## src/rtl/capture_config.svh

```systemverilog
// widths and register map of the sample capture buffer
// include in the package and in every module that decodes addresses

`ifndef CAPTURE_CONFIG_SVH
`define CAPTURE_CONFIG_SVH

// stream sample width, two samples per bus word
`define CAP_SAMPLE_W 16
`define CAP_WORD_W (2*`CAP_SAMPLE_W)

// buffer word address width, 256 words or 512 samples
`define CAP_BUF_AW 8

// system bus byte address width
`define CAP_BUS_AW 16

// register map
`define CAP_REG_CTRL   16'h0000
`define CAP_REG_STATUS 16'h0004
// buffer region is every address with this bit set
`define CAP_BUF_BASE   16'h8000

// field positions
`define CAP_CTRL_CLR_BIT    0
`define CAP_CTRL_ARM_BIT    1
`define CAP_STATUS_FULL_BIT 16

`endif

```

## src/rtl/capture_pkg.sv

```systemverilog
// shared types of the capture buffer
// bus request and response structs, stream beat and meaningful widths
// reference by scoped name, e.g. capture_pkg::bus_req_t

`include "capture_config.svh"

package capture_pkg;

//////////////////////////////
// plain vectors
//////////////////////////////

// one stream sample
typedef logic [`CAP_SAMPLE_W-1:0] sample_t;

// one bus data word, two samples
typedef logic [`CAP_WORD_W-1:0] word_t;

// byte address on the system bus
typedef logic [`CAP_BUS_AW-1:0] bus_addr_t;

// sample write pointer, word index plus halfword lane
typedef logic [`CAP_BUF_AW:0] buf_ptr_t;

// sample count, one bit wider so a full buffer fits
typedef logic [`CAP_BUF_AW+1:0] sample_cnt_t;

//////////////////////////////
// bus and stream structs
//////////////////////////////

// request strobes are single cycle, addr and wdata valid with them
typedef struct packed {
  logic      wen;
  logic      ren;
  bus_addr_t addr;
  word_t     wdata;
} bus_req_t;

// rdata and err only meaningful in the ack cycle
typedef struct packed {
  logic  ack;
  logic  err;
  word_t rdata;
} bus_rsp_t;

// ready travels back separately
typedef struct packed {
  logic    valid;
  sample_t data;
} str_t;

endpackage

```

## src/rtl/sys_bus_mux.sv

```systemverilog
// system bus decoder for the capture block
// routes requests to the register block or the buffer by address
// unmapped addresses and buffer writes get an error ack of its own

`timescale 1ns/1ps
`include "capture_config.svh"

module sys_bus_mux (
  input  logic                  bus,
  input  logic                  ctl_rst,
  // master side
  input  capture_pkg::bus_req_t bus_req,
  output capture_pkg::bus_rsp_t bus_rsp,
  // register block
  output capture_pkg::bus_req_t reg_req,
  input  capture_pkg::bus_rsp_t reg_rsp,
  // buffer
  output capture_pkg::bus_req_t buf_req,
  input  capture_pkg::bus_rsp_t buf_rsp
);

//////////////////////////////
// decode
//////////////////////////////

logic buf_hit;
logic reg_hit;
logic buf_rd;
logic bad;
logic err_q;

// buffer region is any address with the base bit set
assign buf_hit = |(bus_req.addr & capture_pkg::bus_addr_t'(`CAP_BUF_BASE));
assign reg_hit = ~buf_hit &
                 ((bus_req.addr == capture_pkg::bus_addr_t'(`CAP_REG_CTRL)) |
                  (bus_req.addr == capture_pkg::bus_addr_t'(`CAP_REG_STATUS)));

// buffer is read only
assign buf_rd = buf_hit & bus_req.ren & ~bus_req.wen;

// everything not claimed by a target
assign bad = (bus_req.wen | bus_req.ren) & ~reg_hit & ~buf_rd;

// per target strobes, addr and wdata shared
always_comb begin
  reg_req     = bus_req;
  reg_req.wen = bus_req.wen & reg_hit;
  reg_req.ren = bus_req.ren & reg_hit;
  buf_req     = bus_req;
  buf_req.wen = 1'b0;
  buf_req.ren = buf_rd;
end

//////////////////////////////
// error ack and response OR
//////////////////////////////

// error ack one cycle after the request
always_ff @(posedge bus) begin
  if (ctl_rst) begin
    err_q <= 1'b0;
  end else begin
    err_q <= bad;
  end
end

// at most one path acks, rdata masked by its own ack
assign bus_rsp.ack   = reg_rsp.ack | buf_rsp.ack | err_q;
assign bus_rsp.err   = reg_rsp.err | buf_rsp.err | err_q;
assign bus_rsp.rdata = ({`CAP_WORD_W{reg_rsp.ack}} & reg_rsp.rdata) |
                       ({`CAP_WORD_W{buf_rsp.ack}} & buf_rsp.rdata);

endmodule

```

## config.mk

```make
export PLATFORM = sky130hd
export DESIGN_NAME = sys_bus_mux
export DESIGN_NICKNAME = d
export VERILOG_FILES = /design/src/rtl/capture_pkg.sv /design/src/rtl/sys_bus_mux.sv
export VERILOG_INCLUDE_DIRS = /design/src /design/src/rtl
export SDC_FILE = /design/constraint.sdc
export NUM_CORES = 1
export LEC_CHECK = 0
export ABC_CLOCK_PERIOD_IN_PS = 2600
export BUFFER_PORTS_ARGS = -buffer_cell sky130_fd_sc_hd__buf_2
export CAP_MARGIN = 15
export CORE_AREA = 5 5 97 99
export CTS_BUF_LIST = sky130_fd_sc_hd__clkbuf_4 sky130_fd_sc_hd__clkbuf_8
export DETAILED_ROUTE_END_ITERATION = 8
export DIE_AREA = 0 0 102 104
export PLACE_DENSITY = 0.53
export SYNTH_ARGS = -nofsm -noshare
export SYNTH_HDL_FRONTEND = slang
export SYNTH_SLANG_ARGS = --single-unit
export TNS_END_PERCENT = 20
```

## constraint.sdc

```tcl
create_clock -name bus -period 2.6 [get_ports bus]
set_input_delay 0.65 -clock bus [delete_from_list [all_inputs] [get_ports bus]]
set_output_delay 0.65 -clock bus [all_outputs]
set_load 0.02 [all_outputs]
```

==> run metrics <==
CP Data Arrival Time=1.60 ns; Top Ports=approximately 250; post-synthesis sequential area ratio=1.71%; register area=about 20 um^2; detail-routed via count per cell=around 3.8; Commonest cells post-synth=98 x buf_4, 32 x a22o_1, 6 x buf_2; first-pass GRT wire length=~5200 um; worst setup path endpoint=reg_req[49]; Buffers on Ports=roughly 150; post_cts resized=0; Synth Flop Type=dfxtp_1; total track usage=under 10%; largest net degree at the start of global routing=34; via count=1,179; Switch Pwr=0.160 mW; syn_area_per_cell=between 7 and 8 um^2; largest fanout on the critical path=3; TritonRoute pass-1 iters=2; share of layout cells above drive strength 1=77.6%; Worst Tran Pin Value=between 0.6 and 0.7 ns; CP Class=primary input to primary output; Syn Inst Count=~150; final slew viol count=0; Hold Violations, Final=0; EDFF count, synth=0; Power Density=~230 nW/um^2; post-synth top area cell=buf_4; Synth top area share=63.0%; final setup margin=roughly 0.35 ns; Syn Nets=roughly 270; IR drop worst, VDD=roughly 0.000047 V; die area=about 11,000 um^2; fmax=445 MHz; fill count=about 980; DRC violation count after routing=0; initial core utilization=about 14%; top-count cell post-synth=buf_4; combinational share of power=between 90 and 100%; hold path depth=2; Worst Setup SP=bus_req[35]; Biggest register=err_q; pre-CTS setup slack=0.286 ns; post-synth cell types=16; RePlAce Congestion=between 0.7 and 0.8; CTS clock-pin slew for the worst setup and hold paths=0 ns; fin crit period=about 2.2 ns; wire per inst=12.8 um; post-DP HPWL=between 3000 and 4000 um; FF+latch count, synth=1; top cells by area, synth=buf_4 63%, a22o_1 24%, buf_2 2.6%; Syn Std Cell Area=1170 um^2; DR iter-0 viols=9; GRT overflow=0; Sw Ratio=between 50 and 60%; multi-input logic area=roughly 370 um^2; RSZ-0062 raised after global routing=no; top flop regs=err_q (1); number of nets in the layout=approximately 320; CP required=~2 ns; clock network fraction of design power=0%; setup TNS=0 ns; YS warnings=0; max_cap viols=0; area grow syn2layout=10.9%; die height=104 um; relative slew slack=58.4%; Die W=just over 100 um; Internal=around 0.14 mW; number of routed nets with antenna violations=0; vias in the first global route=1,140; Hold-fix buffers, CTS=0; endpoint class of the critical path=primary output; LEAKAGE=between 0.7 and 0.8 nW; row count=34; startpoint types=primary input; period utilization=just under 90%; Seq pwr share=under 10%; ant diodes=0; core area=~8500 um^2; Setup violations, final=0; outcome=finished, final reports clean; antenna violations before repair=0; hold crit path type=primary input to flop; postcts setup bufs=0; max FFs per register=1; WL final=about 3900 um; Async SR Flop Fraction=0%
-- worst min path at each step --
stage,to,from,slack [ns]
2_1_floorplan,err_q$_SDFF_PP0_,ctl_rst,0.85
3_3_place_gp,err_q$_SDFF_PP0_,ctl_rst,0.95
3_5_place_dp,err_q$_SDFF_PP0_,ctl_rst,0.94
4_1_cts,err_q$_SDFF_PP0_,ctl_rst,0.94
5_1_grt,err_q$_SDFF_PP0_,ctl_rst,0.95
6_report,err_q$_SDFF_PP0_,ctl_rst,0.93
-- cell families (layout without fill, tap and decap cells) --
logic type / Yosys count / after routing / synth area share (%)
buf+inv: 108 / 155 / 66.8
other cells: 1 / 1 / 0.321
compound gates: 33 / 33 / 24.4
simple gates: 11 / 11 / 6.75
flops: 1 / 1 / 1.71
-- area by class of cell --
type                    instances  area share (%)
well taps                     108            10.4
repair buffers                153            59.1
flip-flops and latches          1            1.54
multi-input cells              45            28.4
inverters                       2           0.579
-- layer usage --
layer | track usage (%) | vias up | wire [um]
li1 | - | 525 | -
met1 | 5.29 | 479 | 1130
met2 | 11.5 | 171 | 1750
met3 | 3.49 | 4 | 1060
met4 | 0.187 | 0 | 8
met5 | 0 | - | 0
-- through the flow --
step           util, %  total power, mW  instance area, um^2  instances  hold slack, ns
2_1_floorplan        -            0.349                 1170        154           0.849
3_3_place_gp      15.3            0.297                 1300        309           0.947
3_5_place_dp      15.3            0.299                 1300        309           0.936
4_1_cts           15.3            0.300                 1300        309           0.935
5_1_grt           15.3            0.321                 1300        309           0.948
6_report          15.3            0.297                 1300        309           0.935
-- power groups by stage --
stage                     Combinational, mW  Clock, mW  Sequential (mW)
after global placement                0.280          0           0.0170
after detailed placement              0.282          0           0.0170
after CTS                             0.283          0           0.0170
after floorplan                       0.332          0           0.0169
after global routing                  0.303          0           0.0172
final                                 0.280          0           0.0170
-- critical path: stages --
cell	delay, ns
buf_2	0.12
nor4_2	0.30
nand4_1	0.22
nor2_1	0.13
buf_2	0.17
-- placed cells by master (no fill, tap or decap), drive strengths merged --
master    n
or3       2
nand4     1
dfxtp     1
a22o     32
conb      1
and3      1
inv       2
nor3      1
and3b     1
buf     153
nor2      2
o21ai     1
nor4      3
Note: power is estimated with default switching activity, not from simulation.
