<file path="src/rtl/capture_config.svh">
// widths and register map of the sample capture buffer
// include in the package and in every module that decodes addresses

`ifndef CAPTURE_CONFIG_SVH
`define CAPTURE_CONFIG_SVH

// stream sample width, two samples per bus word
`define CAP_SAMPLE_W 16
`define CAP_WORD_W (2*`CAP_SAMPLE_W)

// buffer word address width, 256 words or 512 samples
`define CAP_BUF_AW 8

// system bus byte address width
`define CAP_BUS_AW 16

// register map
`define CAP_REG_CTRL   16'h0000
`define CAP_REG_STATUS 16'h0004
// buffer region is every address with this bit set
`define CAP_BUF_BASE   16'h8000

// field positions
`define CAP_CTRL_CLR_BIT    0
`define CAP_CTRL_ARM_BIT    1
`define CAP_STATUS_FULL_BIT 16

`endif

</file>
<file path="src/rtl/capture_pkg.sv">
// shared types of the capture buffer
// bus request and response structs, stream beat and meaningful widths
// reference by scoped name, e.g. capture_pkg::bus_req_t

`include "capture_config.svh"

package capture_pkg;

//////////////////////////////
// plain vectors
//////////////////////////////

// one stream sample
typedef logic [`CAP_SAMPLE_W-1:0] sample_t;

// one bus data word, two samples
typedef logic [`CAP_WORD_W-1:0] word_t;

// byte address on the system bus
typedef logic [`CAP_BUS_AW-1:0] bus_addr_t;

// sample write pointer, word index plus halfword lane
typedef logic [`CAP_BUF_AW:0] buf_ptr_t;

// sample count, one bit wider so a full buffer fits
typedef logic [`CAP_BUF_AW+1:0] sample_cnt_t;

//////////////////////////////
// bus and stream structs
//////////////////////////////

// request strobes are single cycle, addr and wdata valid with them
typedef struct packed {
  logic      wen;
  logic      ren;
  bus_addr_t addr;
  word_t     wdata;
} bus_req_t;

// rdata and err only meaningful in the ack cycle
typedef struct packed {
  logic  ack;
  logic  err;
  word_t rdata;
} bus_rsp_t;

// ready travels back separately
typedef struct packed {
  logic    valid;
  sample_t data;
} str_t;

endpackage

</file>
<file path="src/rtl/capture_ctrl.sv">
// control and status registers of the capture buffer
// CTRL holds the arm bit and fires the pointer-clear pulse
// STATUS reports the sample count and the full flag, read only

`timescale 1ns/1ps
`include "capture_config.svh"

module capture_ctrl (
  input  logic                     bus,
  input  logic                     ctl_rst,
  // bus slave port, strobes only for CTRL and STATUS
  input  capture_pkg::bus_req_t    req,
  output capture_pkg::bus_rsp_t    rsp,
  // buffer side
  input  capture_pkg::sample_cnt_t count,
  output logic                     arm,
  output logic                     clear
);

// count of a full buffer
localparam int unsigned FULL_CNT = 2**(`CAP_BUF_AW+1);

//////////////////////////////
// local signals
//////////////////////////////

logic               hit_ctrl;
logic               hit_status;
logic               ctrl_wen;
logic               full;
capture_pkg::word_t rd_word;
capture_pkg::word_t rdata_q;
logic               ack_q;

// register decode
assign hit_ctrl   = req.addr == capture_pkg::bus_addr_t'(`CAP_REG_CTRL);
assign hit_status = req.addr == capture_pkg::bus_addr_t'(`CAP_REG_STATUS);
assign ctrl_wen   = req.wen & hit_ctrl;

assign full = count == capture_pkg::sample_cnt_t'(FULL_CNT);

//////////////////////////////
// CTRL write
//////////////////////////////

// clear is a one cycle pulse after the write
// STATUS writes fall through untouched
always_ff @(posedge bus) begin
  if (ctl_rst) begin
    arm   <= 1'b0;
    clear <= 1'b0;
  end else begin
    clear <= ctrl_wen & req.wdata[`CAP_CTRL_CLR_BIT];
    if (ctrl_wen) begin
      arm <= req.wdata[`CAP_CTRL_ARM_BIT];
    end
  end
end

//////////////////////////////
// read back
//////////////////////////////

// clear bit always reads 0
always_comb begin
  rd_word = '0;
  if (hit_ctrl) begin
    rd_word[`CAP_CTRL_ARM_BIT] = arm;
  end else if (hit_status) begin
    rd_word[`CAP_BUF_AW+1:0]      = count;
    rd_word[`CAP_STATUS_FULL_BIT] = full;
  end
end

// read data captured with the request
always_ff @(posedge bus) begin
  if (req.ren) begin
    rdata_q <= rd_word;
  end
end

// ack one cycle after any request
always_ff @(posedge bus) begin
  if (ctl_rst) begin
    ack_q <= 1'b0;
  end else begin
    ack_q <= req.wen | req.ren;
  end
end

assign rsp.ack   = ack_q;
assign rsp.err   = 1'b0;
assign rsp.rdata = rdata_q;

endmodule

</file>
<file path="config.mk">
export PLATFORM = sky130hd
export DESIGN_NAME = capture_ctrl
export DESIGN_NICKNAME = d
export VERILOG_FILES = /design/src/rtl/capture_pkg.sv /design/src/rtl/capture_ctrl.sv
export VERILOG_INCLUDE_DIRS = /design/src /design/src/rtl
export SDC_FILE = /design/constraint.sdc
export NUM_CORES = 1
export LEC_CHECK = 0
export ABC_AREA = 1
export BUFFER_PORTS_ARGS = -buffer_cell sky130_fd_sc_hd__buf_2
export CORE_UTILIZATION = 31
export DETAILED_ROUTE_END_ITERATION = 12
export PLACE_DENSITY = 0.76
export RECOVER_POWER = 25
export SLEW_MARGIN = 20
export SYNTH_ARGS = -nofsm -noshare
export SYNTH_HDL_FRONTEND = slang
export SYNTH_SLANG_ARGS = --single-unit
</file>
<file path="constraint.sdc">
create_clock -name bus -period 1.7 [get_ports bus]
set_input_delay 0 -clock bus [delete_from_list [all_inputs] [get_ports bus]]
set_output_delay 0 -clock bus [all_outputs]
set_load 0.005 [all_outputs]
</file>
==> results of run 1 <==
[power groups by stage]
stage,clock network [mW],registers [mW],logic (mW)
after floorplan,0,0.396,0.0672
after global placement,0,0.393,0.0887
after detailed placement,0,0.393,0.0897
after CTS,0.196,0.385,0.0974
after global routing,0.207,0.387,0.113
final,0.192,0.385,0.0971
[cell type report]
cell class	instances	area (sq um)	area share
well taps	30	37.54	0.03484
inverters	14	53.80	0.04994
multi-input cells	65	295.3	0.2741
flip-flops and latches	14	390.4	0.3624
repair buffers	50	274.0	0.2544
clock buffers	4	26.28	0.02439
[path summary, 6_finish.rpt]
check,to,cells past startpoint
max reg2reg,rdata_q[1]$_DFFE_PP_,2
min reg2reg,arm$_SDFFE_PP0P_,4
min,rdata_q[1]$_DFFE_PP_,3
max,clear$_SDFF_PP0_,6
[logic make-up (layout without fill, tap and decap cells)]
| group | Yosys count | count (layout) | synth area share |
|---|---|---|---|
| buffers and inverters | 37 | 68 | 0.2718 |
| flip-flops | 14 | 14 | 0.4685 |
| other | 1 | 22 | 0.004500 |
| AND/OR/NAND/NOR | 43 | 43 | 0.2552 |
[routing by layer]
layer / share of wire / routed length [um]
met1: 0.34 / 505
met2: 0.50 / 733
met3: 0.12 / 177
met4: 0.037 / 54
met5: 0 / 0
[state kept, by name, indices dropped and copies added, names as in the netlist]
name and count:
rdata_q 11, ack_q 1, arm 1, clear 1
[stage by stage]
| stage | cell area, sq um | std cells | setup WS [ns] | hold slack, ns | power [mW] |
|---|---|---|---|---|---|
| 2_1_floorplan | 912.1 | 116 | 0.9843 | 0.07238 | 0.4628 |
| 3_3_place_gp | 1002 | 168 | 0.7908 | 0.1815 | 0.4813 |
| 3_5_place_dp | 1002 | 168 | 0.7737 | 0.1792 | 0.4831 |
| 4_1_cts | 1079 | 177 | 0.5472 | 0.01267 | 0.6788 |
| 5_1_grt | 1077 | 177 | 0.4697 | 0.01925 | 0.7070 |
| 6_report | 1077 | 177 | 0.5269 | 0.01472 | 0.6741 |
[worst reg2reg max path: cells and delay by family (launching register included)]
| kind | cells | cell delay, ns |
|---|---|---|
| DFF | 1 | 0.33 |
| and+or+nand+nor | 2 | 0.13 |
[cells in the final DEF (no fill, tap or decap), drive strengths merged]
cell type / Yosys / routed
clkbuf: 0 / 5
nor3: 2 / 2
dfxtp: 3 / 3
nand2: 12 / 12
edfxtp: 11 / 11
buf: 23 / 44
nand4: 2 / 2
conb: 1 / 22
inv: 13 / 13
nand3: 2 / 2
clkinv: 1 / 1
nor2: 24 / 24
dlygate4sd3: 0 / 5
nand3b: 1 / 1
==> results_dict.tcl, run 1 <==
set metrics [dict create \
    track_usage 0.1108 \
    p_clk_frac 0.284 \
    ant_nets 0 \
    switching_share 0.2275 \
    ys_types 18 \
    yosysSeqAreaShare 0.4685 \
    setup.worst_path.start_class "primary input" \
    die_h_um 53.85 \
    avgSynthCellArea_sq_um 8.772 \
    gp_congestion 0.6368 \
    drtIter0Drc 5 \
    drc 0 \
    fmax_mhz 852.4 \
    clk_pin_slew_worst_paths_ns 0.07 \
    synth.ff_latch_count 14 \
    cts-root-buf "clkbuf_4" \
    cts_max_level 1 \
    firstDrtPassIters 3 \
    outcome "finished clean" \
    io_buffers 45 \
    netlist_instances 95 \
    synth_top_area_frac 0.3964 \
    path_cells "dlygate4sd3_1 > buf_2 > inv_1 > nand2_1 > nor2_1 > dlygate4sd3_1" \
    postCtsHoldBufs 5 \
    final_core_util 0.4309 \
    p_seq_frac 0.572 \
    drive_above_1_share 0.4014 \
    fp.coreArea_sq_um 2500 \
    hold_viol 0 \
    clk_latency_ns 0.28 \
    diodes 0 \
    wl_per_cell_um 8.305 \
    critical_path_required_ns 1.92 \
    via_per_inst 3.994 \
    ys.warnings.count 0 \
    crit_start "ctl_rst" \
    cp_slowest_cell "dlygate4sd3_1" \
    critPathArrivalTime_ns 1.40 \
    postCtsSetupRepairBufs 0 \
    syn-cell-area_sq_um 833.3 \
    finalCriticalPeriod_ns 1.173 \
    grt_overflow 0 \
    critical-path-max-stage-delay_ns 0.55 \
    crit_fanout 2 \
    cts_buffer_depth 2 \
    cts_tree "built" \
    design.final.nets 210 \
    grt_util_met1 0.09122 \
    die_w_um 53.85 \
    regToRegSetupSlack_ns 1.01 \
    worst_pin_slew_ns 0.6057 \
    hold_path.class "in -> reg" \
    synthArstFlopShare 0 \
    crit_buf_inv 4 \
    ctsResizeCount 0 \
    grt-busiest-layer "met2" \
    grt_pass1_vias 573 \
    combPwrFrac 0.144 \
    yosysTopAreaCell "edfxtp_1" \
    start_util 0.3333 \
    crit_path_end_kind "register" \
    cap_violations 0 \
    grt_pass1_wl_mm 2.139 \
    ios 98 \
    use_met2 0.2078 \
    r2r-start "arm$_SDFFE_PP0P_" \
    cp_top_family "buffers and inverters" \
    hp-start "count[1]" \
    n_fill_cell 246 \
    synth_edf_count 11 \
    clock_skew_ns 0.0001666 \
    p_int_mw 0.5207 \
    yosysMostFrequentCell "buf_4" \
    setup_viol 0 \
    fin_setup_tns_ns 0 \
    synthTopCellsByCount "buf_4 (23), nor2_1 (18), inv_1 (12), edfxtp_1 (11), nand2_1 (9)" \
    powerDensity_nw_per_um2 625.7 \
    synthToLayoutAreaGrowth_pct 29.28 \
    synthTopCellsByArea "edfxtp_1 (40%), buf_4 (21%), nor2_1 (8.1%)" \
    crit_type "in -> reg" \
    ys.flop_type "edfxtp_1" \
    slew_headroom 0.5962 \
    antenna_found_initial 0 \
    p_leak_nw 0.5770 \
    grt_util_met3 0.02825 \
    vias 707 \
    ir_drop_uv 377.6 \
    grt_max_degree 13 \
    rsz0062_at_grt "false" \
    maxSlewViolCount 0 \
    cts-buffers-inserted 3 \
    dieArea_sq_um 2899 \
    cpMostUsedCell "dlygate4sd3_1" \
    fin_crit_sh 0.6901 \
    wl_mm 1.470 \
    cts_sinks 14 \
    rows 18 \
    p_switching_mw 0.1533 \
]
Power figures use the tool's default switching activity.
==> run 2: changes to the inputs <==
--- a/config.mk
+++ b/config.mk
@@ -6,11 +6,11 @@
 export SDC_FILE = /design/constraint.sdc
 export NUM_CORES = 1
 export LEC_CHECK = 0
-export ABC_AREA = 1
+export ABC_AREA = 0
 export BUFFER_PORTS_ARGS = -buffer_cell sky130_fd_sc_hd__buf_2
-export CORE_UTILIZATION = 31
+export CORE_UTILIZATION = 28
 export DETAILED_ROUTE_END_ITERATION = 12
-export PLACE_DENSITY = 0.76
+export PLACE_DENSITY = 0.74
 export RECOVER_POWER = 25
 export SLEW_MARGIN = 20
 export SYNTH_ARGS = -nofsm -noshare
==> constraint.sdc (replaced) <==
create_clock -name bus -period 0.98 [get_ports bus]
set_input_delay 0 -clock bus [delete_from_list [all_inputs] [get_ports bus]]
set_output_delay 0 -clock bus [all_outputs]
set_load 0.005 [all_outputs]
==> run 2 against run 1 <==
Net effect:
- highest routed layer unchanged
- cell count down 16%
- hold slack better by 0.0014 ns
- total power rose by 76%
- utilization is 1.6 points lower
- sequential share of layout area grew 0.43 points
==> results_dict.tcl, run 2 <==
set metrics [dict create \
    antenna_found_initial 0 \
    largest_register "rdata_q" \
    cap_violations 0 \
    critPathArrivalTime_ns 1.13 \
    maxSlewViolCount 0 \
    final_area_sq_um 1065 \
    design.final.nets 182 \
    diodes 0 \
    reg2reg_depth 2 \
    firstDrtPassIters 4 \
    holdPathStages 2 \
    cts_buffer_depth 2 \
    final_core_util 0.4147 \
    synthTopCellsByArea "edfxtp_1 (42%), buf_4 (22%), dfxtp_1 (7.7%)" \
    die_w_um 54.93 \
    ir_drop_uv 750.7 \
    fmax_mhz 1098 \
    hold_path.class "in -> reg" \
    grt_overflow 0 \
    yosysTopAreaCell "edfxtp_1" \
    die_h_um 54.93 \
    grt_pass1_wl_mm 2.242 \
    netlist_instances 67 \
    synthToLayoutAreaGrowth_pct 35.73 \
    drive_above_1_share 0.4622 \
    hp-start "count[6]" \
    final_cell_mix "buf_2 (44), conb_1 (22), edfxtp_1 (11), and2_1 (9), dlygate4sd3_1 (4)" \
    clock_skew_ns 0.0001527 \
    regToRegSetupSlack_ns 0.20 \
    drc 0 \
    p_leak_nw 0.5000 \
    yosysMostFrequentCell "buf_4" \
    final_common_cell "buf_2" \
    ys.warnings.count 0 \
    ant_nets 0 \
    wl_mm 1.713 \
    yosysSeqAreaShare 0.4976 \
    rows 18 \
    largest_reg_flops 11 \
    wl_per_cell_um 11.50 \
    avgSynthCellArea_sq_um 11.71 \
    powerDensity_nw_per_um2 1113 \
    dieArea_sq_um 3017 \
    slew_headroom 0.5829 \
    start_util 0.3056 \
    synthTopCellsByCount "buf_4 (23), edfxtp_1 (11), and2_1 (9)" \
    worst_pin_slew_ns 0.6256 \
    pre_cts_slack_ns -0.1673 \
    synth_edf_count 11 \
    cts-buffers-inserted 3 \
    r2r-end "rdata_q[1]$_DFFE_PP_" \
    cts_sinks 14 \
    hold_viol 0 \
    whs_ns 0.01612 \
    track_usage 0.1105 \
    holdPathEnd "rdata_q[6]$_SDFFCE_PP0P_" \
    cts_max_level 1 \
    setup_viol 0 \
    outcome "finished clean" \
    r2r-start "arm$_SDFFE_PP0P_" \
    synth_top_area_frac 0.4211 \
    fin_setup_tns_ns 0 \
    crit_path_end_kind "register" \
    ios 98 \
    setup.worst_path.start_class "primary input" \
    via_per_inst 4.114 \
    dp_cells 140 \
    crit_start "req[39]" \
    grt_pass1_vias 506 \
    crit_fanout 4 \
    placed_area_sq_um 953.4 \
    io_buffers 45 \
    timing.final.ws_setup_ns 0.06919 \
    clk_latency_ns 0.28 \
    power_mw 1.185 \
    drtIter0Drc 13 \
    syn-cell-area_sq_um 784.5 \
    fp.coreArea_sq_um 2567 \
    gp_congestion 0.6376 \
    n_fill_cell 259 \
    postCtsSetupRepairBufs 0 \
    crit_type "in -> reg" \
    fin_crit_sh 0.9294 \
    cts_tree "built" \
    clk_pin_slew_worst_paths_ns 0.09 \
    ys.flop_type "edfxtp_1" \
    finalCriticalPeriod_ns 0.9108 \
    grt_max_degree 13 \
    ys_types 17 \
    synthArstFlopShare 0 \
    critical_path_required_ns 1.20 \
    cts-root-buf "clkbuf_4" \
    synth.ff_latch_count 14 \
    vias 613 \
    fin_cells 149 \
]
-- run 2: kinds of logic (layout without fill, tap and decap cells) --
group,count (synthesis),count (layout),share of synthesized area
multiplexers,2,2,0.02552
other,1,22,0.004780
flip-flops,14,14,0.4976
AND/OR/NAND/NOR,26,27,0.2472
buffers and inverters,24,54,0.2249
-- run 2: worst max-delay path by stage --
stage                     slack, ns                   endpoint  depth (start not counted)
after global placement        -0.13  rdata_q[16]$_SDFFCE_PP0P_                          5
after CTS                      0.14  rdata_q[16]$_SDFFCE_PP0P_                          5
final                          0.07           arm$_SDFFE_PP0P_                          5
after floorplan                0.05  rdata_q[16]$_SDFFCE_PP0P_                          4
after detailed placement      -0.17           arm$_SDFFE_PP0P_                          5
after global routing         -0.008           arm$_SDFFE_PP0P_                          5
-- run 2: critical path, cell delays in order --
cell	delay [ns]
buf_2	0.11
nor4_4	0.34
nand4_4	0.20
nor3b_2	0.28
mux2i_1	0.20
-- run 2: cell type report --
cell class / instances / area, sq um / share of cell area
Clock buffer: 3 / 22.52 / 0.02115
Clock inverter: 1 / 3.754 / 0.003525
Inverter: 1 / 3.754 / 0.003525
Multi-Input combinational cell: 51 / 342.8 / 0.3220
Sequential cell: 14 / 390.4 / 0.3666
Tap cell: 30 / 37.54 / 0.03525
Timing Repair Buffer: 49 / 264.0 / 0.2479
-- run 2: timing repair --
action,CTS,global route
endpoints found under the hold margin,3,0
hold buffers,4,0
gates resized for setup,0,5
setup endpoints to repair,0,5
-- run 2: routing by layer --
| layer | part of all wire | GRT usage | vias up |
|---|---|---|---|
| met5 | 0 | 0 | - |
| met4 | 0.015 | 0.05000 | 0 |
| met3 | 0.13 | 0.01639 | 4 |
| met2 | 0.50 | 0.2048 | 54 |
| met1 | 0.36 | 0.1227 | 264 |
| li1 | - | - | 291 |
-- run 2: report_power, final --
group          internal (mW)  leakage [nW]  total [mW]  switching, mW
clock                  0.148        0.0154       0.335          0.188
combinational         0.0848         0.356       0.181         0.0961
sequential             0.663         0.129       0.669        0.00548
